`src/source/apb_bus_pkg.sv`:
```
`default_nettype none

package apb_bus_pkg;

// ---------------------------------------------------------------------
// Bus widths

typedef logic [15:0] paddr_t;
typedef logic [31:0] pdata_t;

// Master to slave and held stable for the whole transfer
typedef struct packed {
	logic   psel;
	logic   penable;
	logic   pwrite;
	paddr_t paddr;
	pdata_t pwdata;
} apb_req_t;

// Slave to master
typedef struct packed {
	pdata_t prdata;
	logic   pready;
	logic   pslverr;
} apb_resp_t;

// ---------------------------------------------------------------------
// Peripheral map with one 4 kiB window per slot
//
// 0x0000  UART
// 0x1000  SPI        (empty)
// 0x2000  SDRAM cfg  (empty)
// 0x3000  Timer      (empty)
// 0x4000  GPIO       (empty)

typedef logic [3:0] slot_t;

localparam slot_t       SLOT_UART    = 4'd0;
localparam int unsigned N_PERI_SLOTS = 5;

endpackage

`default_nettype wire

```
`src/source/uart_pkg.sv`:
```
`default_nettype none

package uart_pkg;

// Clock cycles per bit on the line
typedef logic [15:0] baud_div_t;
typedef logic [7:0]  uart_byte_t;

// ---------------------------------------------------------------------
// Register map as offsets within the 4 kiB slot

localparam logic [11:0] UART_REG_STATUS = 12'h000;
localparam logic [11:0] UART_REG_DIV    = 12'h004;
localparam logic [11:0] UART_REG_TXDATA = 12'h008;

// Status word bits
localparam int unsigned STATUS_HOLD_FULL = 0;
localparam int unsigned STATUS_TX_BUSY   = 1;

// ---------------------------------------------------------------------
// Serializer frame states

typedef enum logic [1:0] {
	TX_IDLE,
	TX_START,
	TX_DATA,
	TX_STOP
} tx_state_t;

endpackage

`default_nettype wire

```
`src/source/reset_sync.sv`:
```
`timescale 1ns/1ps
`default_nettype none

module reset_sync (
	input  wire  clk_sys,
	input  wire  arst_n,
	output logic rst_n_sys
);

logic sync_q;

// Assert straight away, release through two flops
always_ff @(posedge clk_sys or negedge arst_n) begin
	if (!arst_n) begin
		sync_q    <= 1'b0;
		rst_n_sys <= 1'b0;
	end else begin
		sync_q    <= 1'b1;
		rst_n_sys <= sync_q;
	end
end

endmodule

`default_nettype wire

```
`src/source/uart_tx_serializer.sv`:
```
`timescale 1ns/1ps
`default_nettype none

module uart_tx_serializer import uart_pkg::*; (
	input  wire             clk_sys,
	input  wire             rst_n_sys,
	input  wire baud_div_t  div,
	input  wire             tx_load,
	input  wire uart_byte_t tx_byte,
	output logic            tx_busy,
	output logic            uart_tx
);

tx_state_t  state;
baud_div_t  bit_div;
baud_div_t  baud_cnt;
logic [2:0] bit_cnt;
uart_byte_t shift;
logic       line_q;
logic       bit_end;

assign bit_end = baud_cnt == baud_div_t'(bit_div - 1'b1);
assign tx_busy = state != TX_IDLE;
assign uart_tx = line_q;

// ---------------------------------------------------------------------
// Frame sequencing with a registered line so it never glitches

always_ff @(posedge clk_sys or negedge rst_n_sys) begin
	if (!rst_n_sys) begin
		state    <= TX_IDLE;
		baud_cnt <= '0;
		bit_cnt  <= '0;
		line_q   <= 1'b1;
	end else if (state == TX_IDLE) begin
		if (tx_load) begin
			state    <= TX_START;
			baud_cnt <= '0;
			line_q   <= 1'b0;
		end
	end else if (!bit_end) begin
		baud_cnt <= baud_cnt + 1'b1;
	end else begin
		baud_cnt <= '0;
		case (state)
			TX_START: begin
				state   <= TX_DATA;
				bit_cnt <= '0;
				line_q  <= shift[0];
			end
			TX_DATA: begin
				if (bit_cnt == 3'd7) begin
					state  <= TX_STOP;
					line_q <= 1'b1;
				end else begin
					bit_cnt <= bit_cnt + 1'b1;
					// Next bit while the shift register moves on in the same cycle
					line_q  <= shift[1];
				end
			end
			default: begin
				state <= TX_IDLE;
			end
		endcase
	end
end

// Byte and bit length are captured at load and the byte goes out LSB first
always_ff @(posedge clk_sys) begin
	if (state == TX_IDLE && tx_load) begin
		shift   <= tx_byte;
		bit_div <= div;
	end else if (state == TX_DATA && bit_end) begin
		shift <= shift >> 1;
	end
end

endmodule

`default_nettype wire

```
`src/source/uart_apb_regs.sv`:
```
`timescale 1ns/1ps
`default_nettype none

module uart_apb_regs import apb_bus_pkg::*; import uart_pkg::*; #(
	parameter baud_div_t UART_DIV_RESET = 16'd8
) (
	input  wire           clk_sys,
	input  wire           rst_n_sys,

	input  wire apb_req_t apb_req,
	output apb_resp_t     apb_resp,

	output logic          uart_tx
);

logic [11:0] reg_offset;
logic        access;
logic        sel_status;
logic        sel_div;
logic        sel_txdata;
logic        sel_known;
logic        txdata_wr;
logic        txdata_stall;

baud_div_t   div_q;
logic        hold_full;
uart_byte_t  hold_byte;
pdata_t      status_word;

logic        tx_load;
logic        tx_busy;

// ---------------------------------------------------------------------
// Address decode

assign reg_offset = apb_req.paddr[11:0];
assign access     = apb_req.psel && apb_req.penable;

assign sel_status = reg_offset == UART_REG_STATUS;
assign sel_div    = reg_offset == UART_REG_DIV;
assign sel_txdata = reg_offset == UART_REG_TXDATA;
assign sel_known  = sel_status || sel_div || sel_txdata;

// TXDATA write is held off while the previous byte is still waiting
assign txdata_stall = access && apb_req.pwrite && sel_txdata && hold_full;
assign txdata_wr    = access && apb_req.pwrite && sel_txdata && !hold_full;

// Held byte moves on as soon as the serializer is free
assign tx_load = hold_full && !tx_busy;

// ---------------------------------------------------------------------
// Registers

always_ff @(posedge clk_sys or negedge rst_n_sys) begin
	if (!rst_n_sys) begin
		div_q     <= UART_DIV_RESET;
		hold_full <= 1'b0;
	end else begin
		if (access && apb_req.pwrite && sel_div)
			div_q <= apb_req.pwdata[15:0];
		if (txdata_wr)
			hold_full <= 1'b1;
		else if (tx_load)
			hold_full <= 1'b0;
	end
end

always_ff @(posedge clk_sys) begin
	if (txdata_wr)
		hold_byte <= apb_req.pwdata[7:0];
end

always_comb begin
	status_word                   = '0;
	status_word[STATUS_HOLD_FULL] = hold_full;
	status_word[STATUS_TX_BUSY]   = tx_busy;
end

// TXDATA is write only and reads back as zero
always_comb begin
	apb_resp.pready  = !txdata_stall;
	apb_resp.pslverr = access && !sel_known;
	if (sel_status)
		apb_resp.prdata = status_word;
	else if (sel_div)
		apb_resp.prdata = pdata_t'(div_q);
	else
		apb_resp.prdata = '0;
end

// ---------------------------------------------------------------------
// Line side

uart_tx_serializer tx_u (
	.clk_sys   (clk_sys),
	.rst_n_sys (rst_n_sys),
	.div       (div_q),
	.tx_load   (tx_load),
	.tx_byte   (hold_byte),
	.tx_busy   (tx_busy),
	.uart_tx   (uart_tx)
);

endmodule

`default_nettype wire

```
`src/source/apb_slot_decoder.sv`:
```
`timescale 1ns/1ps
`default_nettype none

module apb_slot_decoder import apb_bus_pkg::*; (
	input  wire apb_req_t  apb_req,
	output apb_resp_t      apb_resp,

	output apb_req_t       uart_req,
	input  wire apb_resp_t uart_resp
);

slot_t slot;
logic  uart_hit;

// ---------------------------------------------------------------------
// Slot selection

assign slot = apb_req.paddr[15:12];

// Only the UART slot has a slave behind it
assign uart_hit = slot == SLOT_UART;

// Request goes through as is with only psel steered
always_comb begin
	uart_req      = apb_req;
	uart_req.psel = apb_req.psel && uart_hit;
end

// ---------------------------------------------------------------------
// Response mux

// Empty and unmapped slots answer at once with an error
always_comb begin
	if (uart_hit) begin
		apb_resp = uart_resp;
	end else begin
		apb_resp.prdata  = '0;
		apb_resp.pready  = 1'b1;
		apb_resp.pslverr = apb_req.psel;
	end
end

endmodule

`default_nettype wire

```
`src/source/peri_subsystem.sv`:
```
`timescale 1ns/1ps
`default_nettype none

module peri_subsystem import apb_bus_pkg::*; import uart_pkg::*; #(
	parameter baud_div_t UART_DIV_RESET = 16'd8
) (
	input  wire           clk_sys,
	input  wire           arst_n,

	input  wire apb_req_t apb_req,
	output apb_resp_t     apb_resp,

	output logic          uart_tx
);

logic      rst_n_sys;
apb_req_t  uart_req;
apb_resp_t uart_resp;

// ---------------------------------------------------------------------
// System reset

reset_sync sys_reset_sync_u (
	.clk_sys   (clk_sys),
	.arst_n    (arst_n),
	.rst_n_sys (rst_n_sys)
);

// ---------------------------------------------------------------------
// Peripheral bus

apb_slot_decoder slot_decoder_u (
	.apb_req   (apb_req),
	.apb_resp  (apb_resp),
	.uart_req  (uart_req),
	.uart_resp (uart_resp)
);

// Slot 0
uart_apb_regs #(
	.UART_DIV_RESET (UART_DIV_RESET)
) uart_u (
	.clk_sys   (clk_sys),
	.rst_n_sys (rst_n_sys),
	.apb_req   (uart_req),
	.apb_resp  (uart_resp),
	.uart_tx   (uart_tx)
);

endmodule

`default_nettype wire

```
`config.mk`:
```
export PLATFORM = sky130hd
export DESIGN_NAME = peri_subsystem
export DESIGN_NICKNAME = d
export VERILOG_FILES = /design/src/source/apb_bus_pkg.sv /design/src/source/uart_pkg.sv /design/src/source/reset_sync.sv /design/src/source/uart_tx_serializer.sv /design/src/source/uart_apb_regs.sv /design/src/source/apb_slot_decoder.sv /design/src/source/peri_subsystem.sv
export SDC_FILE = /design/constraint.sdc
export NUM_CORES = 1
export LEC_CHECK = 0
export ABC_AREA = 1
export BUFFER_PORTS_ARGS = -buffer_cell sky130_fd_sc_hd__buf_2
export CAP_MARGIN = 20
export CORE_UTILIZATION = 31
export DETAILED_ROUTE_END_ITERATION = 8
export PLACE_DENSITY_LB_ADDON = 0.08
export SLEW_MARGIN = 10
export SYNTH_ARGS = -nofsm -noshare
export SYNTH_HDL_FRONTEND = slang
export SYNTH_SLANG_ARGS = --single-unit
```
`constraint.sdc`:
```
create_clock -name clk_sys -period 2.5 [get_ports clk_sys]
set_input_delay 0.5 -clock clk_sys [delete_from_list [all_inputs] [get_ports clk_sys]]
set_output_delay 0.5 -clock clk_sys [all_outputs]
set_load 0.02 [all_outputs]
```
### Word-level counts from Yosys, hierarchy flattened

Index checks and enable logic that the tools add are counted.
Widths: inputs -> output; s select.

* register bits after elaboration: 73
* bits of input ports: 53
* output and inout bits: 35
* word-level logic and storage cells: 74

* $add $sub $neg: 3
* equal/unequal tests: 9
* mux-type cells: 21
* bitwise operators: 1
* reduce and logical (&&, ||, !) cells: 29

Operator list (count)
* $mux 16: 4
* $mux 34: 1
* $mux 32: 1
* $add 16x1->16 const B: 1
* $eq 16x16->1: 1
* $mux 8: 2
* $sub 16x1->16 const B: 1
* $eq 12x3->1 const B: 1
* $eq 12x4->1 const B: 1
* $logic_not 12->1: 1
* $logic_and 1x1->1: 11
* $reduce_bool 2->1: 5
* $mux 2: 4
* $pmux 3 s2: 1
* $reduce_and 3->1: 2
* $mux 1: 5
* $logic_not 1->1: 4
* $logic_not 4->1: 1
* $ne 2x2->1 const B: 2
* $pmux 2 s2: 1
* $reduce_and 4->1: 1
* $add 3x1->3 const B: 1
* $eq 3x3->1 const B: 1
* $mux 3: 1
* other kinds (8): 9

### Logic depth before layout (Yosys ltp)

Gate-level depths: netlist of run 1.

* depth after elaboration: 8
* depth in mapped cells: 17
* depth with buffers taken out: 16

### Modules after synthesis

A second synthesis of run 1 with hierarchy kept.

* cells, all modules: 615
* area, all modules: 4895.9 um2

By module, submodules not included
* uart_tx_serializer: times used 1, cells an instance 316, area an instance 2660.1 um2
* uart_apb_regs: times used 1, cells an instance 170, area an instance 1411.4 um2
* apb_slot_decoder: times used 1, cells an instance 126, area an instance 770.7 um2
* reset_sync: times used 1, cells an instance 3, area an instance 53.8 um2

### Worst setup path before layout of run 1

OpenSTA, ideal clock, no wires.

* path kind: register to register
* from: register uart_u.tx_u.bit_div[0]
* to: register uart_u.tx_u.shift[0], enable pin
* arrival: 2.087 ns
* data required time: 2.116 ns
* slack: 0.029 ns
* stages on the path, launching flop included: 13
* path buffers: 0
* path through: edfxtp_1 -> inv_1 -> ha_1 -> nand3_2 -> nor2_1 -> nand2_1 -> nand3_1 -> nand2_1 -> nor2_1 -> nand2_1 -> nor2_1 -> nand2_1 -> o21ai_0

* longest elaborated chain between the ends: 4

RTL lines
* start: declaration: RTL line uart_tx_serializer.sv:15 `baud_div_t bit_div;`
* start signal: assignment: RTL line uart_tx_serializer.sv:72 `bit_div <= div;`
* $sub 16x1->16: RTL line uart_tx_serializer.sv:22 `assign bit_end = baud_cnt == baud_div_t'(bit_div - 1'b1);`
* $eq 16x16->1: RTL line uart_tx_serializer.sv:22
* $logic_and 1x1->1: RTL line uart_tx_serializer.sv:73 `end else if (state == TX_DATA && bit_end) begin`
* $reduce_bool 2->1 (no source line)
* end signal: assignment: RTL line uart_tx_serializer.sv:71 `shift <= tx_byte;`
* end signal: assignment: RTL line uart_tx_serializer.sv:74 `shift <= shift >> 1;`
* end: declaration: RTL line uart_tx_serializer.sv:18 `uart_byte_t shift;`

No other way between the ends.
A chain may end at the register's enable or synchronous reset.

### Worst setup path in the final report of run 1

* from: register uart_u.tx_u.bit_div[0]
* to: register uart_u.tx_u.shift[3], enable pin

Same word-level chain as after synthesis.

==> results of run 1 <==
[routing by layer]
| layer | global-route usage (%) | part of all wire, % | wire length (um) |
|---|---|---|---|
| met1 | 19.2 | 50 | 4640 |
| met2 | 21.8 | 44 | 4110 |
| met3 | 2.91 | 3.2 | 298 |
| met4 | 5.61 | 2.1 | 198 |
| met5 | 0 | 0 | 0 |
[cell type report]
class                      count  area (um2)  share of cell area (%)
clock inverter                 6        58.8                    1.18
clock buffer                  10         229                    4.59
timing repair buffer          69         420                    8.42
tap                          172         215                    4.31
sequential                    73        1990                    39.8
inverter                      44         165                    3.31
multi-input combinational    363        1910                    38.3
[through the flow]
step / worst slack, ns / hold slack, ns / cell area [um2] / std cells
after floorplan: 0.0289 / 0.204 / 4210 / 503
after global placement: 0.100 / 0.286 / 4680 / 720
after detailed placement: 0.105 / 0.287 / 4680 / 720
after CTS: 0.0768 / 0.347 / 4970 / 737
after global routing: 0.00925 / 0.348 / 4990 / 737
final: 0.211 / 0.318 / 4990 / 737
[critical path: cells and delay by family (launching register included)]
kind                     cells  cell delay (ns)
AO/OA/AOI/OAI                1             0.14
buffers and inverters        2             0.29
flip-flops                   1             0.38
adder cells (fa/ha/maj)      1             0.21
AND/OR/NAND/NOR              9             0.97
[cells in the final DEF (no fill, tap or decap), drive strengths merged]
master	instances
a21boi	1
nand3b	9
nor3	4
mux2i	1
ha	7
clkbuf	10
edfxtp	32
o22ai	9
o21bai	1
dlygate4sd3	1
a21oi	6
clkinvlp	1
mux2	16
or2	1
nor4	1
clkinv	7
and3	1
nand3	26
a211oi	1
buf	68
xnor2	8
nand2	148
bufinv	1
dfrtp	39
and2	2
inv	41
conb	17
xor2	19
dfstp	2
nand4	5
nor2	69
o21ai	9
o211ai	2
[power by group through the flow]
stage	Combinational, mW	Sequential [mW]	Clock, mW
2_1_floorplan	0.0504	1.28	0
3_3_place_gp	0.0771	1.27	0
3_5_place_dp	0.0783	1.27	0
4_1_cts	0.0796	1.25	1.27
5_1_grt	0.0881	1.25	1.32
6_report	0.0784	1.25	1.23
[cells by family (layout without fill, tap and decap cells)]
kind of cell	Yosys count	count (layout)	share of synthesized area, %
compound gates	29	29	4.06
simple gates	266	266	27.7
other cells	2	17	0.181
mux	17	17	4.58
xor+xnor	27	27	5.69
buf+inv	67	129	7.83
flops	73	73	47.9
fa+ha+maj	7	7	2.11
[worst min-delay path by stage]
stage | endpoint
after CTS | uart_u.tx_u.state[0]
after global placement | sys_reset_sync_u.rst_n_sys
final | uart_u.tx_u.state[0]
after global routing | uart_u.hold_byte[0]
after detailed placement | sys_reset_sync_u.sync_q
after floorplan | sys_reset_sync_u.rst_n_sys
[state kept, by name (all words and copies together) (netlist names)]
register and cells:
uart_u.div_q 16, uart_u.hold_byte 8, uart_u.tx_u.state 2, uart_u.tx_u.baud_cnt 16
sys_reset_sync_u.sync_q 1, sys_reset_sync_u.rst_n_sys 1, uart_u.tx_u.shift 8, uart_u.hold_full 1
uart_u.tx_u.uart_tx 1, uart_u.tx_u.bit_div 16, uart_u.tx_u.bit_cnt 3
[repair_timing]
action                                  CTS  global route
endpoints found under the setup margin    0            11
hold endpoints to repair                  2             0
hold buffers                              1             0
resized for setup                         0             7
setup buffers                             0             0
==> reports/summary.md, run 1 <==
The top cell type by total area after synthesis was sky130_fd_sc_hd__dfrtp_1. Dividing the final minimum period by the clock period gives 91.6%. Core footprint: 0.0128 mm2.

In the final routed layout, each cell accounts on average for 12.5 um. The tightest min-delay check is of the reg2async type. The tree is rooted in a sky130_fd_sc_hd__clkbuf_16.

The post-route netlist has 20.9% of its cells at a drive strength greater than 1. Clock-pin slew was measured on the worst setup and hold paths at 0.06 ns. The longest clock path from root to sink contains 2 buffers. The detailed router finished its first iteration with 180 violations. In this run the critical register-to-register path is launched from uart_u.tx_u.bit_div[0]. The floorplan step defined a die boundary enclosing 0.0139 mm2. Measured in cells, the most critical reg-to-reg path has a length of 13.

The run gives 2.23 nW as the leakage power figure. Internal power comes to 2.04 mW. For the cell area after synthesis, the log shows 0.00416 mm2. Yosys printed 0 warnings. The critical path arrival came out at 2.33 ns.

The count of nets left with antenna violations once routing finished came out at 0. The logs give 7210 um for the detailed-placement wirelength estimate and 3.1% for the share of power burned in combinational logic. The switching power was 521 uW; the total grt overflow was 0. The number of antenna violations at the first check in global routing is 0, and the overall die width is 118 um. The run gives 0 ns as the setup TNS. The maximum single-stage delay on the critical path works out to 0.38 ns.

The net count of the finished layout is 620, and the number of buffer cells added on primary ports is 55. The fill cell total of the finished layout is 1350, and the clock network power share is 48.1%. Headroom to the max-slew limit came out at 63.6%. The synthesized design contains 73 register bits.

In this run, CTS created clock tree buffers numbering 9. In this run, flip-flops and latches consume 48.8% of the power. Walking the worst path, the cells encountered are inv_1, ha_1, nand3_2, nor2_4, nand2_1, nand2_1, nand2_1, nor2_1, nand2_1, nor2_2, nand2_2, o21ai_1, buf_4. After synthesis, the most frequently instantiated cells are sky130_fd_sc_hd__nand2_1 (144), sky130_fd_sc_hd__nor2_1 (63), sky130_fd_sc_hd__inv_1 (41). The run gives 4 as the number of iterations in the first detailed-routing pass.

Entering global routing, the biggest net connects 40 pins. The most numerous cell type found on the critical path is sky130_fd_sc_hd__nand2_1. Power comes to 2.56 mW.

The setup path with the least slack is of type reg2reg. TritonCTS built the clock tree. The capturing element of the worst setup path was uart_u.tx_u.shift[3].

The most critical setup path has its startpoint at uart_u.tx_u.bit_div[0]. The run gives 3290 as the vias after detailed routing. The count of pins over their slew limit is 0, and the endpoint required time on the critical path is 2.54 ns.

For the core utilization of the finished layout, the log shows 38.9%. The launching element type of the critical path is a flop. The setup slack of the most critical reg-to-reg path was 0.21 ns.

Yosys mapped the design onto 39 distinct sky130hd cell types. The routability congestion estimate came out at 0.797. Of all nets on the critical path, the largest fanout is 8. 88 I/O pins were placed. The fraction of power spent switching nets is 20.3%.

The count of flip-flops with a built-in enable after synthesis is 32, and the H-tree depth is 3. The repair_antennas step left the layout with diodes totalling 0. From bottom edge to top edge, the die measures 118 um.

The endpoint of the worst-slack reg-to-reg timing path is uart_u.tx_u.shift[3]. Total count of hold-check failures in the final report: 0. Setup repair after global routing left no endpoint under its margin. The floorplan has 41 rows.

Among all cell types in the netlist, the one instantiated most often is sky130_fd_sc_hd__nand2_1. Dividing total power by cell area gives a power density of 513 mW/mm2. The first global-routing pass estimated 15500 um of wire. On the critical path, the stage with the largest delay is an instance of sky130_fd_sc_hd__edfxtp_1. The sequential-to-total area share from yosys stat came out at 47.9%. The minimum clock period after layout was 2.29 ns; the gate count after technology mapping was 488. The number of global-route vias before repair is 3143. The flow ran to the end, and the final reports show no timing, DRC or antenna violations. Summed over its instances, the top area cell type makes up 23.5% of the synthesized netlist area. Across every metal layer, demand over resource in global routing totals 14.1%. Area added between synthesis and finish: 20.1%. The share of flip-flops with an asynchronous set or reset works out to 56.2%. The largest clock skew in the final design was 0.00768 ns. Residual DRC count: 0. The maximum ir drop on the vdd rail is 0.335 mV, and the average instance area after synthesis is 8.51 um2.

For the timing-limited maximum frequency, the log shows 437 MHz. For the pin with the worst max-slew slack, the measured transition is 0.546 ns. Setup violations remaining at the end of the flow were counted as 0.

The final layout contains routed wiring with a total length of 9250 um. Clock tree synthesis found a total of 73 sinks. The initial core utilization is 32.4%, and the detail-routed via count per cell is 4.46. The clock latency at the later pin of the worst-skew pair came out at 0.33 ns. The worst setup path is captured at a flop. Among all flip-flop cells after synthesis, the most frequent one is sky130_fd_sc_hd__dfrtp_1. The max-capacitance violation count came out at 0. By area the synthesized netlist is led by sky130_fd_sc_hd__dfrtp_1 (23%), sky130_fd_sc_hd__edfxtp_1 (23%), sky130_fd_sc_hd__nand2_1 (13%).
Note: power is estimated with default switching activity, not from simulation.
==> run 2, diff against run 1 <==
==> constraint.sdc (replaced) <==
create_clock -name clk_sys -period 2.1 [get_ports clk_sys]
set_input_delay 0.42 -clock clk_sys [delete_from_list [all_inputs] [get_ports clk_sys]]
set_output_delay 0.42 -clock clk_sys [all_outputs]
set_load 0.02 [all_outputs]
==> run 2 against run 1 <==
Net effect: the flow now finishes with violations (negative setup slack); power is 27% higher; via count is 6.3% higher; fmax is 6.7% higher; design area is 13% higher; final cell count is 6.6% higher; count of clock-buffer cells in the layout is 2 higher; die area stayed put; flip-flop and latch count stayed put; largest cell class is now multi-input combinational cells; largest power group is now clock.
==> reports/summary.md, run 2 (synthesized netlist as in run 1, its figures left out) <==
The run finished, with violations left. The checks that failed: negative setup slack. The tools report the total routed wirelength as 9750 um. After filler insertion, the fill cell instance count of the layout stands at 1285. Once layout is complete, the utilization of the core stands at 43.9%. H-tree depth: 3. The critical path arrival was 2.20 ns. The tightest min-delay check is of the in2reg type. Row generation in the floorplan step produced 41 rows.

The vertical die dimension was 118 um. The library cell used most frequently in the layout, excluding fill and tap cells, is sky130_fd_sc_hd__nand2_1. TritonCTS built the clock tree.

Maximum fanout along the worst path: 8. The timing-limited maximum frequency is 466 MHz, and the area used by multi-input combinational logic is 0.00206 mm2. The count of nets left with antenna violations once routing finished came out at 0.

For this run the aggregate overflow at the end of global routing stands at 0. The logs give -0.0460 ns for the worst setup slack after layout and 0.00199 mm2 for the sequential cell area. The congestion estimate from routability-driven global placement came to 0.783. Among all stages on the critical path, the largest delay is contributed by sky130_fd_sc_hd__edfxtp_1. After layout, the minimum clock period comes to 2.15 ns. The endpoint identified for the worst register-to-register timing path is uart_u.tx_u.shift[4]. Count of pins over their slew limit: 0.

The path with the worst hold slack has its endpoint at uart_u.hold_byte[0]. The largest net degree at the start of global routing was 40. Dividing the final minimum period by the clock period gives 102%.

From synthesis to final layout, the design area changed by 35.6%. The later pin in the worst-skew pair is clocked with a latency of 0.34 ns. The run gives 9 as the number of buffers created by CTS. Maximum single-stage delay on the critical path: 0.41 ns.

In the final layout, the share of cells above drive strength 1 is 32.6%. Number of top-level design ports: 88. The die covers 0.0139 mm2. The total count of hold-check failures in the final report came out at 0. For this run, design rule violations remaining after detail routing come to 0.

The tool flagged a number of max-cap violations equal to 0. STA classifies the critical path startpoint as a flop. The signal on the critical path passes through inv_2, ha_4, nand3_4, nor2_4, nand2_1, nand2_1, nand2_1, nor2_1, nand2_1, nor2_2, nand2_2, o21ai_4, buf_12. Endpoint required time on the critical path: 2.16 ns. The core footprint was 0.0128 mm2; the overall global routing resource usage was 14.9%. Setup repair after global routing could not meet its margin everywhere. The CTS clock-pin slew for the worst setup and hold paths is 0.06 ns.

Once the floorplan was initialized, standard cells occupied 32.4% of the core. The tools report the setup slack of the most critical reg-to-reg path as -0.05 ns. Across the routed clock network, the largest skew measured is 0.00584 ns.

Total number of clock tree sinks: 73. The tree is rooted in a sky130_fd_sc_hd__clkbuf_16. The number of cells traversed by the worst hold path is 1. The largest registers in the layout are uart_u.div_q x16, uart_u.tx_u.baud_cnt x16, uart_u.tx_u.bit_div x16. Using the TritonRoute via totals, the vias-per-cell ratio works out to 4.45. The worst reg-to-reg path cell count is 13, and the leakage power figure is 2.55 nW. The run gives 7250 um as the detailed-placement wirelength estimate. Post-detailed-route wirelength per cell: 12.4 um. Number of global-route vias before repair: 3385.

STA classifies the critical path endpoint as a flop. The net count of the finished layout is 669. The startpoint identified for the worst hold timing path is apb_req[0]. For the pin with the worst max-slew slack, the measured transition is 0.555 ns. For the maximum ir drop on the vdd rail, the log shows 0.353 mV. The worst setup path is of the reg2reg kind. In this run the tool buffered the top-level ports with 55 buffer cells.

The overall die width is 118 um. Vias after detailed routing: 3496. For this run, the detailed router's first-pass iteration total came to 4. The first global-routing pass estimated 16200 um of wire.

Setup violations remaining at the end of the flow were counted as 8. The startpoint identified for the worst register-to-register timing path is uart_u.tx_u.bit_div[1]. In the layout the commonest cells are sky130_fd_sc_hd__nand2_1 (138), sky130_fd_sc_hd__buf_4 (69), sky130_fd_sc_hd__nor2_1 (47).

The maximum clock insertion buffer count is 2. The number of DRC markers in iteration 0 was 112; the count of buffering cells on the critical path with inverters included was 2. The number of antenna violations at the first check in global routing was 0; the total power of the final layout was 3.26 mW.

The most used cell along the critical path was sky130_fd_sc_hd__nand2_1. The kind of cell with the highest combined delay along the critical path is simple AND/OR/NAND/NOR gates. The number of antenna diodes in the final layout is 0.

The headroom to the max-slew limit was 63.0%; the total power density per cell area was 578 mW/mm2.
## run 2: changes by cell type in the layout (fill, tap and decap cells not counted), moves of 5 or more
cell | before | now
sky130_fd_sc_hd__buf_2 | 55 | 39
sky130_fd_sc_hd__nor2_1 | 60 | 47
sky130_fd_sc_hd__nor2_2 | 6 | 16
sky130_fd_sc_hd__nand2_1 | 143 | 138
sky130_fd_sc_hd__inv_2 | 0 | 5
sky130_fd_sc_hd__buf_4 | 10 | 69
## run 2: repair_timing
action,4_1_cts,5_1_grt
setup buffers,6,6
pin swaps,10,24
hold endpoints to repair,2,0
gates resized for setup,19,49
gates cloned,0,1
setup endpoints to repair,30,46
hold buffers,1,0
## run 2: cell type report
| class | count | share of cell area [%] |
|---|---|---|
| inverter | 44 | 2.93 |
| timing repair buffer | 118 | 15.7 |
| tap | 172 | 3.82 |
| clock buffer | 12 | 4.37 |
| clock inverter | 4 | 1.35 |
| multi-input combinational | 363 | 36.6 |
| sequential | 73 | 35.3 |
## run 2: how the worst max path moves through the flow
stage,startpoint,endpoint,cells past startpoint
6_report,uart_u.tx_u.bit_div[1],uart_u.tx_u.shift[4],13
5_1_grt,uart_u.tx_u.bit_div[5],uart_u.tx_u.shift[5],12
4_1_cts,uart_u.tx_u.bit_div[4],uart_u.tx_u.shift[6],12
3_5_place_dp,uart_u.tx_u.bit_div[1],uart_u.tx_u.bit_cnt[2],13
3_3_place_gp,uart_u.tx_u.bit_div[0],uart_u.tx_u.bit_cnt[1],13
2_1_floorplan,uart_u.tx_u.bit_div[0],uart_u.tx_u.shift[0],12
## run 2: metal layers
metal,GRT usage [%],vias up,wire length [um]
li1,-,1791,-
met1,19.4,1613,4590
met2,23.0,76,4490
met3,3.29,16,380
met4,7.69,0,290
met5,0,-,0
## run 2: where the power goes
part           total (mW)  switching, mW  internal, mW  leakage [nW]
Sequential           1.49       0.000458          1.49         0.787
Clock                1.67          0.596          1.08         0.153
Combinational      0.0995         0.0659        0.0336          1.61
Total                3.26          0.662          2.60          2.55
## run 2: worst register-to-register path: stages, from the launching register on
cell	delay, ns
sky130_fd_sc_hd__edfxtp_1	0.41
sky130_fd_sc_hd__inv_2	0.10
sky130_fd_sc_hd__ha_4	0.16
sky130_fd_sc_hd__nand3_4	0.09
sky130_fd_sc_hd__nor2_4	0.16
sky130_fd_sc_hd__nand2_1	0.07
sky130_fd_sc_hd__nand2_1	0.08
sky130_fd_sc_hd__nand2_1	0.07
sky130_fd_sc_hd__nor2_1	0.12
sky130_fd_sc_hd__nand2_1	0.07
sky130_fd_sc_hd__nor2_2	0.12
sky130_fd_sc_hd__nand2_2	0.11
sky130_fd_sc_hd__o21ai_4	0.16
sky130_fd_sc_hd__buf_12	0.14
## run 2: through the flow
stage               worst slack [ns]  instances  cell area, um2  hold slack, ns  TNS [ns]
finish                       -0.0460        786            5630           0.266    -0.357
global route                  -0.170        786            5630           0.260     -2.89
CTS                          -0.0590        779            5420           0.256    -0.458
detailed placement            -0.247        756            4980           0.207     -3.52
global placement              -0.250        756            4980           0.205     -3.43
floorplan                    0.00802        503            4220           0.124         0
==> run 3, diff against run 2 <==
==> constraint.sdc (replaced) <==
create_clock -name clk_sys -period 2.1 [get_ports clk_sys]
set_input_delay 0.315 -clock clk_sys [delete_from_list [all_inputs] [get_ports clk_sys]]
set_output_delay 0.315 -clock clk_sys [all_outputs]
set_load 0.02 [all_outputs]
==> run 3 against run 2 <==
Net effect: the flow still finishes with violations (negative setup slack); sequential power about the same; combinational power decreased by 6.1%; routed wire length decreased by 1.0%; design area decreased by 2.9%; register-to-register slack about the same; critical path depth unchanged; via count decreased by 1.5%; sequential share of layout area increased by 1.1 points; core utilization decreased by 1.3 points; critical endpoint is now uart_u.tx_u.shift[6].
==> reports/summary.md, run 3 (synthesized netlist as in run 1, its figures left out) <==
The flow ran to the end, but the final reports show violations. The final reports fail on negative setup slack. The fraction of power spent switching nets is 21.9%. The cell that appears most often on the critical path is sky130_fd_sc_hd__nand2_1.

The run gives 40 as the largest net degree at the start of global routing. For flop-to-flop paths, the worst setup slack is -0.03 ns. The critical path goes through inv_2, ha_4, nand3_4, nor2_4, nand2_1, nand2_1, nand2_1, nor2_1, nand2_1, nor2_2, nand2_2, o21ai_2, buf_12. The total power of the final layout was 3.15 mW. STA classifies the critical path startpoint as a flop.

The logs give 0 for the number of antenna violations at the first check in global routing and 0.00489 mm2 for the instance area after placement. In this run the worst path has a maximum fanout of 8. The critical path contains buffers and inverters numbering 2 combined.

Number of global-route vias before repair: 3292. The number of DRC markers in iteration 0 is 77, and the count of pins over their slew limit is 0. The worst setup path is captured at a flop. Measured along the y axis, the die boundary spans 118 um. The number of cells on the worst reg-to-reg path is 13. Dividing the detail-routed wire length by the instance count gives 12.5 um. The worst setup slack after layout was -0.0341 ns. Counting along the longest clock path gives a buffer depth of 2. The residual DRC count came out at 0.

The startpoint identified for the worst register-to-register timing path is uart_u.tx_u.bit_div[0]. The fraction of final layout cells with drive strength greater than 1 was 31.7%; the setup TNS was -0.253 ns. After detailed routing, the total wire length is 9650 um. The area enclosed by the die boundary was 0.0139 mm2. In this run the power spent charging and discharging nets is 691 uW. Among cell families on the critical path, the largest total delay comes from simple AND/OR/NAND/NOR gates. The sequential cell area was 0.00199 mm2; the max-capacitance violation count was 0. The largest registers in the layout are uart_u.div_q x16, uart_u.tx_u.baud_cnt x16, uart_u.tx_u.bit_div x16.

The path type of the worst setup path is reg2reg. Global routing consumed, over all layers together, 14.6% of the routing resources. The final layout contains 655 nets. Setup repair after global routing could not meet its margin everywhere.

The logs give 0 for the total count of hold-check failures in the final report and 2.45 nW for the leakage power figure. The clock network power share came out at 49.8%. The tools report the total number of clock tree sinks as 73.

The total power density per cell area was 576 mW/mm2. Once detail routing completed, the nets flagged for antenna violations numbered 0. The tools report the initial core utilization as 32.4%. The library cell used most frequently in the layout, excluding fill and tap cells, is sky130_fd_sc_hd__nand2_1.

Counting the buffers created by CTS gives 9. Minimum clock period after layout: 2.13 ns. The largest clock skew in the final design is 0.00482 ns, and the share of power burned in combinational logic is 3.0%. The repair_antennas step left the layout with diodes totalling 0. The total non-filler cell area in the finished layout is 0.00547 mm2. After floorplanning, the core was sized to cover 0.0128 mm2. The startpoint identified for the worst hold timing path is apb_req[1]. The multi-input combinational cells in the finished layout cover a total of 0.00208 mm2. Routability-driven placement finished with a final weighted congestion of 0.790.

Setup violations remaining at the end of the flow were counted as 8. TritonCTS built the clock tree. The final worst-path cycle share is 102%, and the detail-routed via count per cell is 4.46.

For the maximum ir drop on the vdd rail, the log shows 0.390 mV. For the sequential group share of total power, the log shows 47.2%. Leaving out fill and tap cells, the most frequent cells in the layout are sky130_fd_sc_hd__nand2_1 (137), sky130_fd_sc_hd__buf_2 (55), sky130_fd_sc_hd__nor2_1 (53). STA puts the critical path data arrival time at 2.20 ns.

Clock tree synthesis selected as its root buffer the cell sky130_fd_sc_hd__clkbuf_16. For this run, the top clock speed supported by timing is 469 MHz. The cell internal power dissipation is 2.46 mW.

The maximum single-stage delay on the critical path works out to 0.41 ns. The number of standard-cell rows in the floorplan came out at 41. The endpoint required time on the critical path was 2.16 ns.

Counting the fill cells in the layout gives 1291. Measured against its own limit, the worst slew margin works out to 62.4%. The path with the worst hold slack has its endpoint at uart_u.hold_byte[1]. The clock latency at the later pin of the worst-skew pair was 0.35 ns; the overall die width was 118 um. The number of iterations in the first detailed-routing pass was 4. The first global-routing pass estimated 15800 um of wire. The number of cells traversed by the worst hold path came out at 1.

Cells fill 42.6% of the core in the end. The H-tree depth came out at 3. The endpoint identified for the worst register-to-register timing path is uart_u.tx_u.shift[6]. Summed over all nets, the half-perimeter wirelength after detailed placement is 7210 um.

The worst min-delay path category is in2reg. Clock-pin slew was measured on the worst setup and hold paths at 0.06 ns. The logs give -0.211 ns for the worst setup slack before clock tree synthesis and 3444 for the vias after detailed routing. Among all stages on the critical path, the largest delay is contributed by sky130_fd_sc_hd__edfxtp_1. The number of buffer cells added on primary ports was 55; the number of top-level design ports was 88.

Summed over all layers, the global routing overflow is 0. The area growth from synthesis to layout is 31.6%. For the pin with the worst max-slew slack, the measured transition is 0.563 ns.
[run 3: changes by cell type in the layout (fill, tap and decap cells not counted), sizes merged]
cell    change
inv         -1
buf        -14
bufinv      -2
clkinv      +3
[run 3: area by class of cell]
cell class | count | share of cell area [%]
sequential | 73 | 36.4
clock buffer | 12 | 5.08
timing repair buffer | 104 | 12.9
tap | 172 | 3.94
inverter | 44 | 3.02
clock inverter | 4 | 0.618
multi-input combinational | 363 | 38.1
[run 3: routing by layer]
| metal | routed length, um | track usage, % | vias up | part of all wire, % |
|---|---|---|---|---|
| met5 | 0 | 0 | - | 0 |
| met4 | 285 | 7.85 | 0 | 3.0 |
| met3 | 429 | 3.29 | 18 | 4.4 |
| met2 | 4360 | 23.1 | 79 | 45 |
| met1 | 4570 | 18.4 | 1582 | 47 |
| li1 | - | - | 1765 | - |
[run 3: metrics by stage]
step,hold slack [ns],cells
after floorplan,0.0194,503
after global placement,0.100,748
after detailed placement,0.102,748
after CTS,0.145,768
after global routing,0.148,772
final,0.157,772
[run 3: how the worst max path moves through the flow]
stage | cells past startpoint | slack (ns) | from | endpoint
3_3_place_gp | 13 | -0.21 | uart_u.tx_u.bit_div[0] | uart_u.tx_u.shift[7]
2_1_floorplan | 12 | 0.008 | uart_u.tx_u.bit_div[0] | uart_u.tx_u.shift[0]
5_1_grt | 12 | -0.19 | uart_u.tx_u.bit_div[4] | uart_u.tx_u.shift[6]
3_5_place_dp | 13 | -0.21 | uart_u.tx_u.bit_div[0] | uart_u.tx_u.shift[7]
6_report | 13 | -0.03 | uart_u.tx_u.bit_div[0] | uart_u.tx_u.shift[6]
4_1_cts | 12 | -0.08 | uart_u.tx_u.bit_div[5] | uart_u.tx_u.shift[6]
[run 3: timing repair]
item / in CTS / in global routing
setup buffers: 3 / 3
hold buffers: 1 / 0
pin swaps: 10 / 11
endpoints found under the setup margin: 29 / 29
endpoints found under the hold margin: 2 / 0
resized for setup: 16 / 34
cloned: 0 / 1
[run 3: power groups by stage]
stage               sequential, mW  combinational (mW)  clock, mW
global route                  1.49               0.106       1.67
CTS                           1.49              0.0960       1.61
detailed placement            1.51              0.0943          0
floorplan                     1.53              0.0599          0
finish                        1.49              0.0934       1.57
global placement              1.51              0.0925          0
